<file path="src/common/bp_pkg.sv">
package bp_pkg;

  localparam int N_ENTRIES = 8;
  localparam int ADDR_W    = 3;
  localparam int JSC_W     = 2;
  localparam int STAT_W    = 5;
  localparam int TREND_W   = 3;

  typedef logic [ADDR_W-1:0]         addr_t;
  typedef logic [JSC_W-1:0]          jsc_t;  // MSB is the predicted direction.
  typedef logic [STAT_W-1:0]         stat_t;
  typedef logic signed [TREND_W-1:0] trend_t;

  typedef enum logic [1:0] {
    SRC_SP  = 2'd0,
    SRC_LHP = 2'd1,
    SRC_GHP = 2'd2
  } src_t;

  localparam stat_t  STAT_RESET = stat_t'(16);
  localparam trend_t TREND_MAX  = trend_t'(3);
  localparam trend_t TREND_MIN  = trend_t'(-3);

  typedef struct packed {
    logic   sp_bit;
    jsc_t   lhp_count;
    stat_t  sp_stat;
    stat_t  lhp_stat;
    stat_t  ghp_stat;
    trend_t sp_trend;
    trend_t lhp_trend;
    trend_t ghp_trend;
  } local_entry_t;

  typedef struct packed {
    jsc_t ghp_count;
  } global_entry_t;

  function automatic jsc_t jsc_next(jsc_t c, logic up);
    if (up)
      return (c == '1) ? c : c + 1'b1;
    return (c == '0) ? c : c - 1'b1;
  endfunction

  function automatic trend_t trend_next(trend_t t, logic correct);
    if (correct)
      return (t == TREND_MAX) ? t : t + trend_t'(1);
    return (t == TREND_MIN) ? t : t - trend_t'(1);
  endfunction

  // Saturates at zero; ovf flags an increment past the top.
  function automatic stat_t stat_next(stat_t s, logic correct, output logic ovf);
    ovf = correct && (s == '1);
    if (correct)
      return ovf ? s : s + 1'b1;
    return (s == '0) ? s : s - 1'b1;
  endfunction

endpackage

</file>
<file path="src/hdl/bp_top.sv">
`timescale 1ns/1ns

module bp_top (
  input  logic          clk,
  input  logic          rst_n,
  input  logic          br_valid,
  input  bp_pkg::addr_t br_addr,
  input  logic          br_taken,
  input  logic          rollback,
  output logic          pred_valid,
  output logic          pred_taken,
  output bp_pkg::src_t  pred_src
);
  import bp_pkg::*;

  localparam local_entry_t LOCAL_RST = '{
    sp_bit:    1'b0,
    lhp_count: '0,
    sp_stat:   STAT_RESET,
    lhp_stat:  STAT_RESET,
    ghp_stat:  STAT_RESET,
    sp_trend:  '0,
    lhp_trend: '0,
    ghp_trend: '0
  };
  localparam global_entry_t GLOBAL_RST = '0;

  addr_t         ghr, global_idx;
  local_entry_t  local_rd, local_eff, snap_local;
  global_entry_t global_rd, global_eff, snap_global;
  logic          snap_hit_local, snap_hit_global;
  logic          sp_pred, lhp_pred, ghp_pred;
  logic          lk_taken;
  src_t          lk_src;

  logic          local_wr1_en, local_wr2_en;
  addr_t         local_wr1_addr, local_wr2_addr;
  local_entry_t  local_wr1_data, local_wr2_data;
  logic          global_wr1_en, global_wr2_en;
  addr_t         global_wr1_addr, global_wr2_addr;
  global_entry_t global_wr1_data, global_wr2_data;

  bp_entry_table #(.entry_t(local_entry_t)) local_tbl (
    .clk, .rst_n, .rd_addr(br_addr), .rd_data(local_rd),
    .wr1_en(local_wr1_en), .wr1_addr(local_wr1_addr), .wr1_data(local_wr1_data),
    .wr2_en(local_wr2_en), .wr2_addr(local_wr2_addr), .wr2_data(local_wr2_data),
    .rst_value(LOCAL_RST)
  );

  bp_entry_table #(.entry_t(global_entry_t)) global_tbl (
    .clk, .rst_n, .rd_addr(global_idx), .rd_data(global_rd),
    .wr1_en(global_wr1_en), .wr1_addr(global_wr1_addr), .wr1_data(global_wr1_data),
    .wr2_en(global_wr2_en), .wr2_addr(global_wr2_addr), .wr2_data(global_wr2_data),
    .rst_value(GLOBAL_RST)
  );

  bp_lookup u_lookup (
    .br_addr, .ghr, .snap_hit_local, .snap_hit_global, .snap_local, .snap_global,
    .local_rd, .global_rd, .global_idx, .local_eff, .global_eff,
    .sp_pred, .lhp_pred, .ghp_pred, .pred_taken(lk_taken), .pred_src(lk_src)
  );

  prediction_writer u_writer (
    .clk, .rst_n, .br_valid, .br_taken, .rollback, .br_addr, .global_idx,
    .local_eff, .global_eff, .sp_pred, .lhp_pred, .ghp_pred,
    .ghr, .snap_hit_local, .snap_hit_global, .snap_local, .snap_global,
    .local_wr1_en, .local_wr1_addr, .local_wr1_data,
    .local_wr2_en, .local_wr2_addr, .local_wr2_data,
    .global_wr1_en, .global_wr1_addr, .global_wr1_data,
    .global_wr2_en, .global_wr2_addr, .global_wr2_data
  );

  always_ff @(posedge clk)
  begin
    if (!rst_n)
    begin
      pred_valid <= 1'b0;
      pred_taken <= 1'b0;
      pred_src   <= SRC_LHP;
    end
    else
    begin
      pred_valid <= br_valid;
      if (br_valid)
      begin
        pred_taken <= lk_taken; // Pre-update view of the tables.
        pred_src   <= lk_src;
      end
    end
  end

endmodule

</file>
<file path="src/hdl/prediction_writer.sv">
`timescale 1ns/1ns

module prediction_writer (
  input  logic                  clk,
  input  logic                  rst_n,
  input  logic                  br_valid,
  input  logic                  br_taken,
  input  logic                  rollback,
  input  bp_pkg::addr_t         br_addr,
  input  bp_pkg::addr_t         global_idx,
  input  bp_pkg::local_entry_t  local_eff,
  input  bp_pkg::global_entry_t global_eff,
  input  logic                  sp_pred,
  input  logic                  lhp_pred,
  input  logic                  ghp_pred,
  output bp_pkg::addr_t         ghr,
  output logic                  snap_hit_local,
  output logic                  snap_hit_global,
  output bp_pkg::local_entry_t  snap_local,
  output bp_pkg::global_entry_t snap_global,
  output logic                  local_wr1_en,
  output bp_pkg::addr_t         local_wr1_addr,
  output bp_pkg::local_entry_t  local_wr1_data,
  output logic                  local_wr2_en,
  output bp_pkg::addr_t         local_wr2_addr,
  output bp_pkg::local_entry_t  local_wr2_data,
  output logic                  global_wr1_en,
  output bp_pkg::addr_t         global_wr1_addr,
  output bp_pkg::global_entry_t global_wr1_data,
  output logic                  global_wr2_en,
  output bp_pkg::addr_t         global_wr2_addr,
  output bp_pkg::global_entry_t global_wr2_data
);
  import bp_pkg::*;

  addr_t         ghr_q;
  logic          snap_valid;
  addr_t         snap_laddr;
  addr_t         snap_gidx;
  addr_t         snap_ghr;
  logic          rb_ok;
  logic          sp_ok, lhp_ok, ghp_ok;
  logic          ovf_sp, ovf_lhp, ovf_ghp;
  local_entry_t  upd_local;
  global_entry_t upd_global;

  // Rollback only counts in the cycle right after a branch.
  assign rb_ok = rollback && snap_valid;

  // History the lookup sees, already rolled back.
  assign ghr = rb_ok ? snap_ghr : ghr_q;

  assign snap_hit_local  = rb_ok && br_valid && (snap_laddr == br_addr);
  assign snap_hit_global = rb_ok && br_valid && (snap_gidx == global_idx);

  assign sp_ok  = (sp_pred  == br_taken);
  assign lhp_ok = (lhp_pred == br_taken);
  assign ghp_ok = (ghp_pred == br_taken);

  always_comb
  begin
    upd_local           = local_eff;
    upd_local.sp_bit    = br_taken;
    upd_local.lhp_count = jsc_next(local_eff.lhp_count, br_taken);
    upd_local.sp_stat   = stat_next(local_eff.sp_stat, sp_ok, ovf_sp);
    upd_local.lhp_stat  = stat_next(local_eff.lhp_stat, lhp_ok, ovf_lhp);
    upd_local.ghp_stat  = stat_next(local_eff.ghp_stat, ghp_ok, ovf_ghp);
    upd_local.sp_trend  = trend_next(local_eff.sp_trend, sp_ok);
    upd_local.lhp_trend = trend_next(local_eff.lhp_trend, lhp_ok);
    upd_local.ghp_trend = trend_next(local_eff.ghp_trend, ghp_ok);
    if (ovf_sp || ovf_lhp || ovf_ghp)
    begin
      upd_local.sp_stat  = STAT_RESET; // Rescale the whole entry.
      upd_local.lhp_stat = STAT_RESET;
      upd_local.ghp_stat = STAT_RESET;
    end
    upd_global.ghp_count = jsc_next(global_eff.ghp_count, br_taken);
  end

  // Port 1 restores, unless port 2 already rewrites that index.
  assign local_wr1_en    = rb_ok && !snap_hit_local;
  assign local_wr1_addr  = snap_laddr;
  assign local_wr1_data  = snap_local;
  assign global_wr1_en   = rb_ok && !snap_hit_global;
  assign global_wr1_addr = snap_gidx;
  assign global_wr1_data = snap_global;

  assign local_wr2_en    = br_valid;
  assign local_wr2_addr  = br_addr;
  assign local_wr2_data  = upd_local;
  assign global_wr2_en   = br_valid;
  assign global_wr2_addr = global_idx;
  assign global_wr2_data = upd_global;

  always_ff @(posedge clk)
  begin
    if (!rst_n)
    begin
      ghr_q      <= '0;
      snap_valid <= 1'b0;
    end
    else
    begin
      snap_valid <= br_valid; // One cycle only.
      if (br_valid)
      begin
        ghr_q <= {ghr[ADDR_W-2:0], br_taken};
      end
      else if (rb_ok)
      begin
        ghr_q <= snap_ghr;
      end
    end
  end

  always_ff @(posedge clk)
  begin
    if (br_valid)
    begin
      snap_local  <= local_eff;
      snap_global <= global_eff;
      snap_laddr  <= br_addr;
      snap_gidx   <= global_idx;
      snap_ghr    <= ghr;
    end
  end

endmodule

</file>
<file path="src/predictor_table/bp_entry_table.sv">
`timescale 1ns/1ns

module bp_entry_table #(
  parameter type entry_t = logic
) (
  input  logic           clk,
  input  logic           rst_n,
  input  bp_pkg::addr_t  rd_addr,
  input  logic           wr1_en,
  input  bp_pkg::addr_t  wr1_addr,
  input  entry_t         wr1_data,
  input  logic           wr2_en,
  input  bp_pkg::addr_t  wr2_addr,
  input  entry_t         wr2_data,
  input  entry_t         rst_value,
  output entry_t         rd_data
);
  import bp_pkg::*;

  entry_t mem [N_ENTRIES];

  // Combinational read.
  assign rd_data = mem[rd_addr];

  always_ff @(posedge clk)
  begin
    if (!rst_n)
    begin
      for (int i = 0; i < N_ENTRIES; i++)
      begin
        mem[i] <= rst_value;
      end
    end
    else
    begin
      if (wr1_en)
      begin
        mem[wr1_addr] <= wr1_data;
      end
      // Port 2 last, so it wins on a shared index.
      if (wr2_en)
      begin
        mem[wr2_addr] <= wr2_data;
      end
    end
  end

endmodule

</file>
<file path="src/predictor_table/bp_lookup.sv">
`timescale 1ns/1ns

module bp_lookup (
  input  bp_pkg::addr_t         br_addr,
  input  bp_pkg::addr_t         ghr,
  input  logic                  snap_hit_local,
  input  logic                  snap_hit_global,
  input  bp_pkg::local_entry_t  snap_local,
  input  bp_pkg::global_entry_t snap_global,
  input  bp_pkg::local_entry_t  local_rd,
  input  bp_pkg::global_entry_t global_rd,
  output bp_pkg::addr_t         global_idx,
  output bp_pkg::local_entry_t  local_eff,
  output bp_pkg::global_entry_t global_eff,
  output logic                  sp_pred,
  output logic                  lhp_pred,
  output logic                  ghp_pred,
  output logic                  pred_taken,
  output bp_pkg::src_t          pred_src
);
  import bp_pkg::*;

  // Strictly better on stat, then on trend.
  function automatic logic beats(stat_t sa, trend_t ta, stat_t sb, trend_t tb);
    return (sa > sb) || ((sa == sb) && (ta > tb));
  endfunction

  assign global_idx = br_addr ^ ghr;

  // Same-cycle rollback replaces the table contents.
  assign local_eff  = snap_hit_local  ? snap_local  : local_rd;
  assign global_eff = snap_hit_global ? snap_global : global_rd;

  assign sp_pred  = local_eff.sp_bit;
  assign lhp_pred = local_eff.lhp_count[JSC_W-1];
  assign ghp_pred = global_eff.ghp_count[JSC_W-1];

  always_comb
  begin
    stat_t  best_stat;
    trend_t best_trend;
    // LHP holds ties, then GHP, then SP.
    pred_src   = SRC_LHP;
    best_stat  = local_eff.lhp_stat;
    best_trend = local_eff.lhp_trend;
    if (beats(local_eff.ghp_stat, local_eff.ghp_trend, best_stat, best_trend))
    begin
      pred_src   = SRC_GHP;
      best_stat  = local_eff.ghp_stat;
      best_trend = local_eff.ghp_trend;
    end
    if (beats(local_eff.sp_stat, local_eff.sp_trend, best_stat, best_trend))
    begin
      pred_src = SRC_SP;
    end
  end

  always_comb
  begin
    case (pred_src)
      SRC_SP:  pred_taken = sp_pred;
      SRC_GHP: pred_taken = ghp_pred;
      default: pred_taken = lhp_pred;
    endcase
  end

endmodule

</file>
<file path="config.mk">
export PLATFORM = sky130hd
export DESIGN_NAME = bp_top
export DESIGN_NICKNAME = d
export VERILOG_FILES = /design/src/common/bp_pkg.sv /design/src/hdl/bp_top.sv /design/src/hdl/prediction_writer.sv /design/src/predictor_table/bp_entry_table.sv /design/src/predictor_table/bp_lookup.sv
export SDC_FILE = /design/constraint.sdc
export NUM_CORES = 1
export LEC_CHECK = 0
export ABC_AREA = 1
export BUFFER_PORTS_ARGS = -buffer_cell sky130_fd_sc_hd__buf_2
export CORE_ASPECT_RATIO = 1.2
export CORE_MARGIN = 2
export CORE_UTILIZATION = 58
export DETAILED_ROUTE_END_ITERATION = 16
export MAX_ROUTING_LAYER = met4
export PLACE_DENSITY = 0.77
export SLEW_MARGIN = 40
export SYNTH_ARGS = -nofsm -noshare
export SYNTH_HDL_FRONTEND = slang
export SYNTH_SLANG_ARGS = --single-unit
export TNS_END_PERCENT = 50
</file>
<file path="constraint.sdc">
create_clock -name clk -period 3.99 [get_ports clk]
set_input_delay 0.1995 -clock clk [delete_from_list [all_inputs] [get_ports clk]]
set_output_delay 0.1995 -clock clk [all_outputs]
set_load 0.1 [all_outputs]
</file>
**Yosys cells after proc, flatten, opt, wreduce, memory -nomap -nowiden**

Memory sizes are Yosys's and may differ from the RTL's.
Index checks and enable logic that the tools add are counted.

- $lt $le $gt $ge: 4
- Eq/ne operators: 19
- Reductions and logical operators: 27
- Bitwise operators: 1
- Add/sub/neg operators: 16
- Muxes and demuxes: 68

Operators by type and width:

| kind | number |
|---|---|
| $mux 27 | 3 |
| $mux 5 | 13 |
| $mux 3 | 19 |
| $reduce_or 27->1 | 2 |
| $mux 2 | 13 |
| $eq 3x3->1 const B | 6 |
| $mux 1 | 18 |
| $add 5x1->5 const B | 3 |
| $eq 5x5->1 const B | 3 |
| $logic_not 5->1 | 3 |
| $mux 15 | 1 |
| $sub 5x1->5 const B | 3 |
| $logic_and 1x1->1 | 11 |
| $eq 5x5->1 | 2 |
| $gt 5x5->1 | 2 |
| $add 3x2->3 const B | 3 |
| $sub 3x2->3 const B | 3 |
| $eq 2x2->1 const B | 3 |
| $eq 3x3->1 | 2 |
| $gt 3x3->1 | 2 |
| $logic_not 2->1 | 3 |
| $add 2x1->2 const B | 2 |
| $logic_or 1x1->1 | 4 |
| $reduce_or 2->1 | 2 |
| other kinds (5) | 9 |

- Bits in writable memories: 232
- Memories kept: 2
- Input bits: 8
- Flip-flop bits (word level): 45

Memory list:

| memory | words | width | rd ports | clocked after Yosys merged registers in | wr ports | line | text |
|---|---|---|---|---|---|---|---|
| local_tbl.mem | 8 | 27 | 1 | 0 | 8 | bp_entry_table.sv:20 | `entry_t mem [N_ENTRIES];` |
| global_tbl.mem | 8 | 2 | 1 | 0 | 8 | bp_entry_table.sv:20 |  |

**Logic depth before layout (Yosys ltp)**

Gate-level depths: netlist of run 1.

- Word-level depth: 14
- Gate-level depth with buffers: 33
- Depth with buffers taken out: 30

**By module**

A second synthesis of run 1 with hierarchy kept.

- Cell total of the unflattened synthesis: 3000
- Area total of the unflattened synthesis: 20607.3 um^2

By module, submodules not included:

| module | seq. area each (um^2) | cells each | times used | area an instance (um^2) |
|---|---|---|---|---|
| bp_entry_table at local_tbl | 6486.2 | 2226 | 1 | 14911.8 |
| prediction_writer | 1221.2 | 383 | 1 | 3101.7 |
| bp_entry_table at global_tbl | 480.5 | 209 | 1 | 1391.3 |
| bp_lookup | 0.0 | 160 | 1 | 1053.5 |
| bp_top | 80.1 | 22 | 1 | 148.9 |

**Worst setup path after synthesis of run 1**

OpenSTA, ideal clock, no wires.

- Kind: register -> register
- From: reg u_writer.snap_valid
- To: reg pred_taken
- Data arrival time: 4.390 ns
- Required time: 3.934 ns
- Period minus slack after synthesis: 4.446 ns
- Stages on the path, launching flop included: 28
- Setup time: 0.056 ns
- Path buffers: 3
- Path slack: -0.456 ns
- Cells stage by stage: dfxtp_1 nand2_4 clkinv_2 nand2_1 nor2_1 nand2_2 buf_6 buf_6 o21ai_4 inv_2 ha_1 nand2_1 nor2_1 nand2_1 o2111ai_1 nand2_2 buf_2 o21ai_0 ha_1 inv_1 nor2_1 o311ai_0 o2111ai_1 nand2_1 nand4_1 nand3_1 nand2_1 inv_1

RTL lines:

| item | line | text |
|---|---|---|
| from (decl) | prediction_writer.sv:37 | `logic snap_valid;` |
| from (signal assigned) | prediction_writer.sv:104 | `snap_valid <= br_valid;` |
| to (signal assigned) | bp_top.sv:86 | `pred_taken <= lk_taken;` |
| to (decl) | bp_top.sv:11 | `output logic pred_taken,` |

**Final worst setup path of run 1**

- From: reg u_writer.snap_laddr[2], in the netlist u_writer.local_wr1_addr[2]
- To: reg pred_taken

- Cells in the longest elaborated chain, start to end: 13
- Elaborated cells between the ends (all ways): 20

Ends and longest elaborated chain:

| item | line | text |
|---|---|---|
| from (decl) | prediction_writer.sv:38 | `addr_t snap_laddr;` |
| from (signal assigned) | prediction_writer.sv:122 | `snap_laddr <= br_addr;` |
| $eq 3x3->1 * | prediction_writer.sv:53 | `assign snap_hit_local = rb_ok && br_valid && (snap_laddr == br_addr);` |
| $logic_and 1x1->1 * | prediction_writer.sv:53 |  |
| $mux 27 * | bp_lookup.sv:31 | `assign local_eff = snap_hit_local ? snap_local : local_rd;` |
| parallel branches: the longest is 9 deep, another holds $gt 5x5->1 | n/a |  |
| $pmux 1 s2 * | bp_lookup.sv:60 | `case (pred_src)` |

Every way passes the cells marked *.
A chain may end at the register's enable or synchronous reset.

==> results of run 1 <==
==> sequential cells by signal (all words and copies together), names as in the netlist <==
name,flops
local_tbl.mem,216
u_writer.global_wr1_addr,3
u_writer.snap_ghr,3
u_writer.ghr_q,3
global_tbl.mem,16
pred_taken,1
u_writer.local_wr1_addr,3
u_writer.global_wr1_data,2
pred_src,2
u_writer.snap_valid,1
u_writer.local_wr1_data,27
==> worst max-delay path, delay by kind of cell, from the launching register on <==
family | cells | cell delay (ps)
simple gates | 15 | 1600
compound gates | 3 | 440
fa+ha+maj | 2 | 490
flops | 1 | 440
xor+xnor | 1 | 190
buf+inv | 5 | 450
==> final timing paths <==
kind | slack, ps | endpoint | from | depth (start not counted)
setup / recovery | 270 | pred_taken$_SDFFE_PN0P_ | u_writer.local_wr1_addr[2]$_DFFE_PP_ | 26
hold / removal | 50 | u_writer.local_wr1_addr[2]$_DFFE_PP_ | br_addr[2] | 2
setup reg to reg | 270 | pred_taken$_SDFFE_PN0P_ | u_writer.local_wr1_addr[2]$_DFFE_PP_ | 26
hold reg to reg | 540 | pred_src[0]$_SDFFE_PN1P_ | pred_src[0]$_SDFFE_PN1P_ | 2
==> final cells by class <==
type                            instances  share of cell area
Multi-Input combinational cell       1322               0.374
Sequential cell                       277               0.463
Clock buffer                           31              0.0411
Timing Repair Buffer                  120              0.0584
Clock inverter                         22              0.0137
Inverter                              125              0.0269
Tap cell                              335              0.0235
==> placed cells by master, fill, tap and decap left out, drive strengths merged, types with 4 or more instances in the layout <==
cell type / n
nand3: 102
nor2: 165
o2111ai: 4
a31oi: 7
a22oi: 6
a221oi: 4
nand4: 22
buf: 118
inv: 121
or2: 5
o22ai: 78
clkbuf: 33
ha: 33
edfxtp: 270
o21ai: 135
xor2: 11
a21oi: 31
clkinv: 21
bufinv: 5
dfxtp: 7
nand2: 676
o211ai: 4
a22o: 19
==> through the flow <==
stage               area, µm²  utilization  total power [mW]  TNS (ps)
detailed placement      16600        0.629              5.04         0
CTS                     17600        0.666              7.81         0
floorplan               15700            -              4.48         0
global placement        16600        0.629              5.01         0
global route            17800        0.675              8.16      -141
finish                  17800        0.675              7.94         0
==> kinds of logic (layout without fill, tap and decap cells) <==
kind of cell	Yosys count	count (layout)	synth area share
AOI/OAI and AO/OA	297	297	0.117
xor gates and xnor gates	13	13	0.00895
buffers and inverters	208	298	0.0567
and+or+nand+nor	978	979	0.264
DFF	277	277	0.527
adders and majority gates	33	33	0.0264
==> layer usage <==
layer,part of all wire,vias up,global-route usage
met1,0.33,6666,0.483
met5,0,-,-
met2,0.46,1186,0.643
met4,0.074,0,0.240
met3,0.14,299,0.0806
li1,-,6298,-
==> cells in the mapped netlist (4+ instances only) <==
cell         n
a21oi_1     29
a221oi_1     4
a22o_1      19
a22oi_1      6
a31oi_1      7
buf_1        5
buf_2       27
buf_4        6
buf_6        6
clkbuf_1    39
clkinv_1     4
dfxtp_1      7
edfxtp_1   270
ha_1        33
inv_1      105
inv_2       14
nand2_1    639
nand2_2     28
nand2_4      8
nand3_1     95
nand3_2      7
nand4_1     22
nor2_1     149
nor2_2       7
nor2_4       9
o2111ai_1    4
o21ai_0     78
o21ai_1     45
o21ai_2      9
o22ai_1     77
xor2_1       9
==> power by group through the flow <==
stage	sequential (mW)	combinational [mW]	clock [mW]
3_5_place_dp	3.54	1.51	0
5_1_grt	3.49	1.75	2.92
2_1_floorplan	3.52	0.958	0
4_1_cts	3.47	1.52	2.81
3_3_place_gp	3.53	1.48	0
6_report	3.48	1.63	2.83
==> repair_timing <==
item,4_1_cts,5_1_grt
buffers inserted,0,6
setup endpoints to repair,0,3
gates resized for setup,0,33
==> flow_summary.toml, run 1 <==
[timing]
worst_pin_slew_ps = 775
fmax_mhz = 269
slew_headroom = 0.481
hold_viol_final = 0
finalMaxSlewViolations = 0
setup_viol = 0
clock-skew-final_ps = 29.8
layout_min_cycle_time_ps = 3720
setup_ws_ps = 268
fin_crit_sh = 0.933
whs_ps = 50.5

[place]
post-dp-hpwl_um = 37000
place.gp.congestion = 0.981
pre_cts_slack_ps = 15.8
dp.cells = 2170
port_buffers = 11

[clock_tree]
ctsRootBufferMaster = "clkbuf_16"
clkSinkCount = 277
numCtsBuffers = 29
path_clk_slew_ps = 60
cts_buffer_depth = 3
h-tree-depth = 1
clk_latency_ps = 580
cts_tree = "done"
hold_buffers = 0

[floorplanning]
die-area_um2 = 28300
start_util = 0.592
die_width_um = 154
pin_count = 12
die_h_um = 184
fp-row-count = 65
core_area_um2 = 26400

[outcome]
status = "finished, final reports clean"

[power]
net-switching-power_mw = 2.46
peakVddDrop_mv = 0.283
p_int_mw = 5.49
leakagePower_nw = 7.44
combPwrFrac = 0.206
p_seq_frac = 0.438
p_sw_frac = 0.309
clkPwrFrac = 0.356
p_per_area_nw_per_um2 = 446

[synth]
synth_edf_count = 270
yosys-top-cells-area = "edfxtp_1, nand2_1, nor2_1"
avgSynthCellArea_um2 = 8.67
syn-num-nets = 1847
ys_seq_elements = 277
ys_types = 56
yosysTopAreaCell = "edfxtp_1"
synth_warnings = 0
ys_seq_area_frac = 0.527
ys.flop_type = "edfxtp_1"
mappedNetlistArea_um2 = 15700
synthCells = 1806
synth_top_area_share = 0.518
synthArstFlopShare = 0

[grt]
grt_max_degree = 43
grt_antenna_before_repair = 0
grt_use_total = 0.405
grt_pass1_vias = 13800
grt_overflow_total = 0
grt_first_pass_wirelength_um = 82800

[finish]
area_growth_pct = 13.9
drive_gt1_frac = 0.151
multiInputGateArea_um2 = 6660
fillCellCount = 2039
diodes = 0
fin_nets = 1916
layout.area.seq_um2 = 8250
stdcell_count = 2232

[critical_path]
cp-start-kind = "flip-flop"
cp-end-kind = "flip-flop"
cp.arrival_ps = 4180
crit_top_cell = "nand2_1"
critPathSlowestCell = "edfxtp_1"
critPathMaxStageDelay_ps = 440
required_ps = 4450
cp_max_fo = 6
crit_type = "reg -> reg"

[drt]
firstDrtPassIters = 8
routedWlPerCell_um = 25.3
ant_nets = 0
first_iter_violations = 1915
wirelength_um = 56400
detail_route.vias_per_cell = 6.47
vias = 14400
drc = 0

[run]
maxCapViolCount = 0

[min_path]
hp-class = "in -> reg"
No activity file was read; power rests on OpenSTA's default activity.
==> run 2, diff against run 1 <==
Settings changed: ABC_AREA 1 to default.
==> run 2 against run 1 <==
Compared with the run above:
- the flow now finishes with violations (setup timing)
- synthesized cell count shrank 27%
- global-route usage shrank 1.8 points
- routed wire length shrank 5.3%
- combinational power grew 12%
- largest cell class unchanged
==> flow_summary.toml, run 2 <==
[timing]
hold_viol_final = 0
whs_ps = 36.6
fin_crit_sh = 1.11
worst_pin_slew_ps = 819
fmax_mhz = 225
clock-skew-final_ps = 14.8
slew_headroom = 0.448
finalMaxSlewViolations = 0
setup_ws_ps = -447
setup_viol = 107
rsz0062_at_grt = "true"
layout_min_cycle_time_ps = 4440

[power]
leakagePower_nw = 7.15
total_power_mw = 7.88
p_per_area_nw_per_um2 = 419
peakVddDrop_mv = 0.448

[floorplanning]
die_h_um = 182
core_area_um2 = 26000
die_width_um = 152
die-area_um2 = 27600
fp-row-count = 65
start_util = 0.585
pin_count = 12

[run]
maxCapViolCount = 0

[critical_path]
cp_max_fo = 6
cp-endpoint = "pred_src[1]$_SDFFE_PN0P_"
startpoint = "u_writer.local_wr1_addr[0]$_DFFE_PP_"
required_ps = 4490
r2r_cells = 22
crit_type = "reg -> reg"
rr_startpoint = "u_writer.local_wr1_addr[0]$_DFFE_PP_"
regToRegSetupSlack_ps = -450
cp.arrival_ps = 4930
cp-end-kind = "flip-flop"
timing.rr.end = "pred_src[1]$_SDFFE_PN0P_"
cp-start-kind = "flip-flop"

[synth]
synth_warnings = 0
synth_top_area_share = 0.532
synthCells = 1325
ys_types = 79
synth_common_cells = "edfxtp_1, nand2_1, a22o_1"
mappedNetlistArea_um2 = 15200
synth_edf_count = 270
yosys-top-cells-area = "edfxtp_1, a22o_1, nand2_1"
synthArstFlopShare = 0
ys.flop_type = "edfxtp_1"
synth_most_common_cell = "edfxtp_1"
ys_seq_elements = 277
yosysTopAreaCell = "edfxtp_1"
ys_seq_area_frac = 0.541
avgSynthCellArea_um2 = 11.5
syn-num-nets = 1366

[finish]
stdcell_count = 1858
top_register = "local_tbl.mem"
fin_nets = 1544
diodes = 0
area_growth_pct = 23.5
drive_gt1_frac = 0.293
final_cell_mix = "edfxtp_1, buf_4, nand2_1"
largest_reg_flops = 216
final_common_cell = "edfxtp_1"
final_cell_area_um2 = 18800

[place]
place_area_um2 = 17200
post-dp-hpwl_um = 35800
port_buffers = 11
place.gp.congestion = 0.988
dp.cells = 1775
pre_cts_slack_ps = -314

[clock_tree]
ctsRootBufferMaster = "clkbuf_16"
clkSinkCount = 277
cts_buffer_depth = 3
numCtsBuffers = 27
h-tree-depth = 1
clk_latency_ps = 560
cts_tree = "done"
path_clk_slew_ps = 70

[grt]
grt_max_degree = 52
grt_use_total = 0.388
grt_overflow_total = 0
grt_first_pass_wirelength_um = 78300
grt_pass1_vias = 13000
grt_antenna_before_repair = 0

[drt]
first_iter_violations = 1924
wirelength_um = 53400
firstDrtPassIters = 6
drc = 0
vias = 13200
detail_route.vias_per_cell = 7.12
ant_nets = 0
routedWlPerCell_um = 28.8

[outcome]
failed_checks = "setup timing"
status = "finished with violations"

[min_path]
hp-class = "in -> reg"
-- run 2: repair_timing --
item / 4_1_cts / 5_1_grt
setup buffers: 28 / 9
hold endpoints to repair: 1 / 0
pin swaps: 11 / 41
endpoints found under the setup margin: 74 / 150
hold buffers: 1 / 0
gates resized for setup: 62 / 63
gates cloned: 1 / 0
-- run 2: worst min-delay path by stage --
stage | cells after the start | startpoint | endpoint
global route | 3 | rst_n | pred_taken$_SDFFE_PN0P_
CTS | 3 | rst_n | pred_taken$_SDFFE_PN0P_
detailed placement | 2 | pred_src[0]$_SDFFE_PN1P_ | pred_src[0]$_SDFFE_PN1P_
global placement | 2 | pred_src[0]$_SDFFE_PN1P_ | pred_src[0]$_SDFFE_PN1P_
floorplan | 0 | br_addr[0] | u_writer.local_wr1_addr[0]$_DFFE_PP_
finish | 3 | rst_n | pred_taken$_SDFFE_PN0P_
-- run 2: logic make-up after synthesis --
kind of cell / after synthesis / share of synthesized area
DFF: 277 / 0.541
AOI/OAI and AO/OA: 403 / 0.188
buffers and inverters: 143 / 0.0377
adders and majority gates: 37 / 0.0297
muxes: 86 / 0.0793
xor gates and xnor gates: 19 / 0.0136
and+or+nand+nor: 360 / 0.110
-- run 2: layout make-up --
cell class	instances	area, µm²
Clock inverter	20	168
Multi-Input combinational cell	906	6980
Timing Repair Buffer	250	2150
Clock buffer	29	683
Sequential cell	277	8250
Tap cell	335	419
Inverter	41	154
Fill cell	1771	7220
-- run 2: where the power goes --
group          switching [mW]  internal [mW]  leakage, nW
Sequential              0.114           3.37         2.76
Combinational            1.12          0.713         3.96
Clock                    1.14           1.42        0.423
-- run 2: metrics by stage --
| stage | utilization | TNS, ps |
|---|---|---|
| global placement | 0.659 | -3700 |
| floorplan | - | -4380 |
| CTS | 0.713 | -2090 |
| detailed placement | 0.660 | -10400 |
| finish | 0.723 | -14360 |
| global route | 0.723 | -22060 |
-- run 2: routing by layer --
metal	up-vias	wire length, µm	global-route usage	part of all wire
li1	5468	-	-	-
met1	6239	17700	0.467	0.33
met2	1171	24300	0.612	0.46
met3	349	7480	0.0833	0.14
met4	0	3920	0.215	0.073
met5	-	0	-	0
-- run 2: worst max-delay path, cell delays in order (launching register included) --
cell and delay, ps:
edfxtp_1 450, xor2_2 220, or4_4 630, buf_6 180, a21oi_4 130, inv_1 70
ha_1 290, and4_1 230, and2_4 190, nand3_4 100, o21ai_4 280, nand2_1 100
o21ai_2 70, ha_1 260, nand2b_4 140, a21o_1 160, a21o_1 150, a21oi_1 130
nor2b_1 80, o32ai_4 160, nand2_1 80, o22ai_1 140, and2_1 140
==> run 3, diff against run 2 <==
Settings changed: CORE_MARGIN 2 to default.
==> run 3 against run 2 <==
Compared with the run above:
- the flow still finishes with violations (setup timing)
- flip-flop and latch count is the same
- worst setup slack gained 66 ps
- count of clock-buffer cells in the layout grew 4
- highest routed layer unchanged
==> flow_summary.toml, run 3 (synthesis results as in run 2) <==
[outcome]
status = "finished with violations"
failed_checks = "setup timing"

[timing]
whs_ps = 238
setup_ws_ps = -381
finalMaxSlewViolations = 0
layout_min_cycle_time_ps = 4370
rsz0062_at_grt = "true"
fmax_mhz = 229
fin_crit_sh = 1.10
slew_headroom = 0.460
clock-skew-final_ps = 15.2
worst_pin_slew_ps = 803
hold_viol_final = 0
setup_viol = 97

[critical_path]
crit_type = "reg -> reg"
cp-end-kind = "flip-flop"
cp-start-kind = "flip-flop"
critPathSlowestCell = "or4_4"
critPathMaxStageDelay_ps = 560
required_ps = 4470
rr_startpoint = "u_writer.local_wr1_addr[0]$_DFFE_PP_"
startpoint = "u_writer.local_wr1_addr[0]$_DFFE_PP_"
cp.arrival_ps = 4850
path_cells = "xor2_1, or4_4, buf_12, mux2_4, inv_2, ha_1, and4_1, and2_4, a32oi_2, o21ai_4, nand2_2, o21ai_2, ha_1, nand2b_4, a21o_1, a21o_1, a21oi_2, nor2b_1, o32ai_4, nand2_1, o22ai_1, and2_1"
cp_max_fo = 8

[place]
place.gp.congestion = 1.03
pre_cts_slack_ps = -526
place_area_um2 = 17200
port_buffers = 11
post-dp-hpwl_um = 35100

[grt]
busiest_layer = "met2"
grt_max_degree = 52
gr-usage-met1 = 0.474
grt_pass1_vias = 12800
met2_usage = 0.628
grt_first_pass_wirelength_um = 76800
grt_overflow_total = 0
grt_antenna_before_repair = 1
grt.met3_usage = 0.0840
grt_use_total = 0.402

[finish]
area_growth_pct = 22.2
final_cell_mix = "edfxtp_1, buf_4, nand2_1"
final_cell_area_um2 = 18600
final_common_cell = "edfxtp_1"
fin_nets = 1524
drive_gt1_frac = 0.269
final_util = 0.726
top_register = "local_tbl.mem"
largest_reg_flops = 216

[run]
maxCapViolCount = 0

[power]
p_per_area_nw_per_um2 = 429
peakVddDrop_mv = 0.399
leakagePower_nw = 7.07

[clock_tree]
cts_tree = "done"
ctsRootBufferMaster = "clkbuf_16"
clk_latency_ps = 540
numCtsBuffers = 27
clkSinkCount = 277
path_clk_slew_ps = 60
cts_buffer_depth = 3
h-tree-depth = 1

[floorplanning]
core_area_um2 = 25600
die_h_um = 180
die-area_um2 = 26900
start_util = 0.594
pin_count = 12
die_width_um = 150
fp-row-count = 64

[drt]
wirelength_um = 52400
ant_nets = 0
drc = 0
routedWlPerCell_um = 28.5
detail_route.vias_per_cell = 7.13
vias = 13100
first_iter_violations = 2132
firstDrtPassIters = 6

[min_path]
worstHoldStart = "br_addr[2]"
hp-class = "in -> reg"
run 3: changes by cell type in the layout (fill, tap and decap cells not counted), moves of 9 or more:
cell | before | now
a21oi_1 | 38 | 49
o21ai_0 | 63 | 72
a21oi_2 | 19 | 8
buf_4 | 200 | 187
buf_6 | 23 | 9
buf_12 | 13 | 22
run 3: through the flow:
stage | cells | total power [mW] | setup TNS (ps)
after global placement | 1765 | 5.11 | -17690
after CTS | 1827 | 7.85 | -421
after detailed placement | 1765 | 5.14 | -23310
after global routing | 1834 | 8.15 | -16850
after floorplan | 1325 | 4.46 | -4380
final | 1835 | 7.99 | -9430
run 3: per-layer routing:
layer / part of all wire / vias to the layer above
li1: - / 5425
met3: 0.14 / 364
met5: 0 / -
met4: 0.082 / 0
met1: 0.32 / 6149
met2: 0.46 / 1151
run 3: critical path: cells and delay by family (launching register included):
family          cells  cell delay (ps)
simple gates        8             1480
buf+inv             2              240
mux                 1              320
flops               1              410
compound gates      8             1140
fa+ha+maj           2              530
xor+xnor            1              180
run 3: final cells by class:
cell class | count | area [µm²]
flip-flops and latches | 277 | 8250
clock inverters | 16 | 205
inverters | 41 | 154
diodes | 2 | 5.00
fillers | 1723 | 7010
repair buffers | 231 | 2060
multi-input cells | 905 | 6820
clock buffers | 33 | 708
well taps | 330 | 413
run 3: what timing repair did:
action | 4_1_cts | 5_1_grt
endpoints found under the setup margin | 107 | 118
gates resized for setup | 46 | 24
pin swaps | 9 | 24
setup buffers | 13 | 5
hold buffers | 0 | 0
cloned | 1 | 2
run 3: path summary, 6_finish.rpt:
| check | end | slack [ps] | depth (start not counted) |
|---|---|---|---|
| setup / recovery | pred_src[1]$_SDFFE_PN0P_ | -380 | 22 |
| hold / removal | u_writer.local_wr1_addr[2]$_DFFE_PP_ | 240 | 3 |
| setup reg to reg | pred_src[1]$_SDFFE_PN0P_ | -380 | 22 |
| hold reg to reg | pred_src[0]$_SDFFE_PN1P_ | 500 | 2 |
run 3: power breakdown:
group          total, mW  switching, mW  internal (mW)
registers           3.49          0.117           3.37
clock network       2.69           1.11           1.58
logic               1.81           1.10          0.710
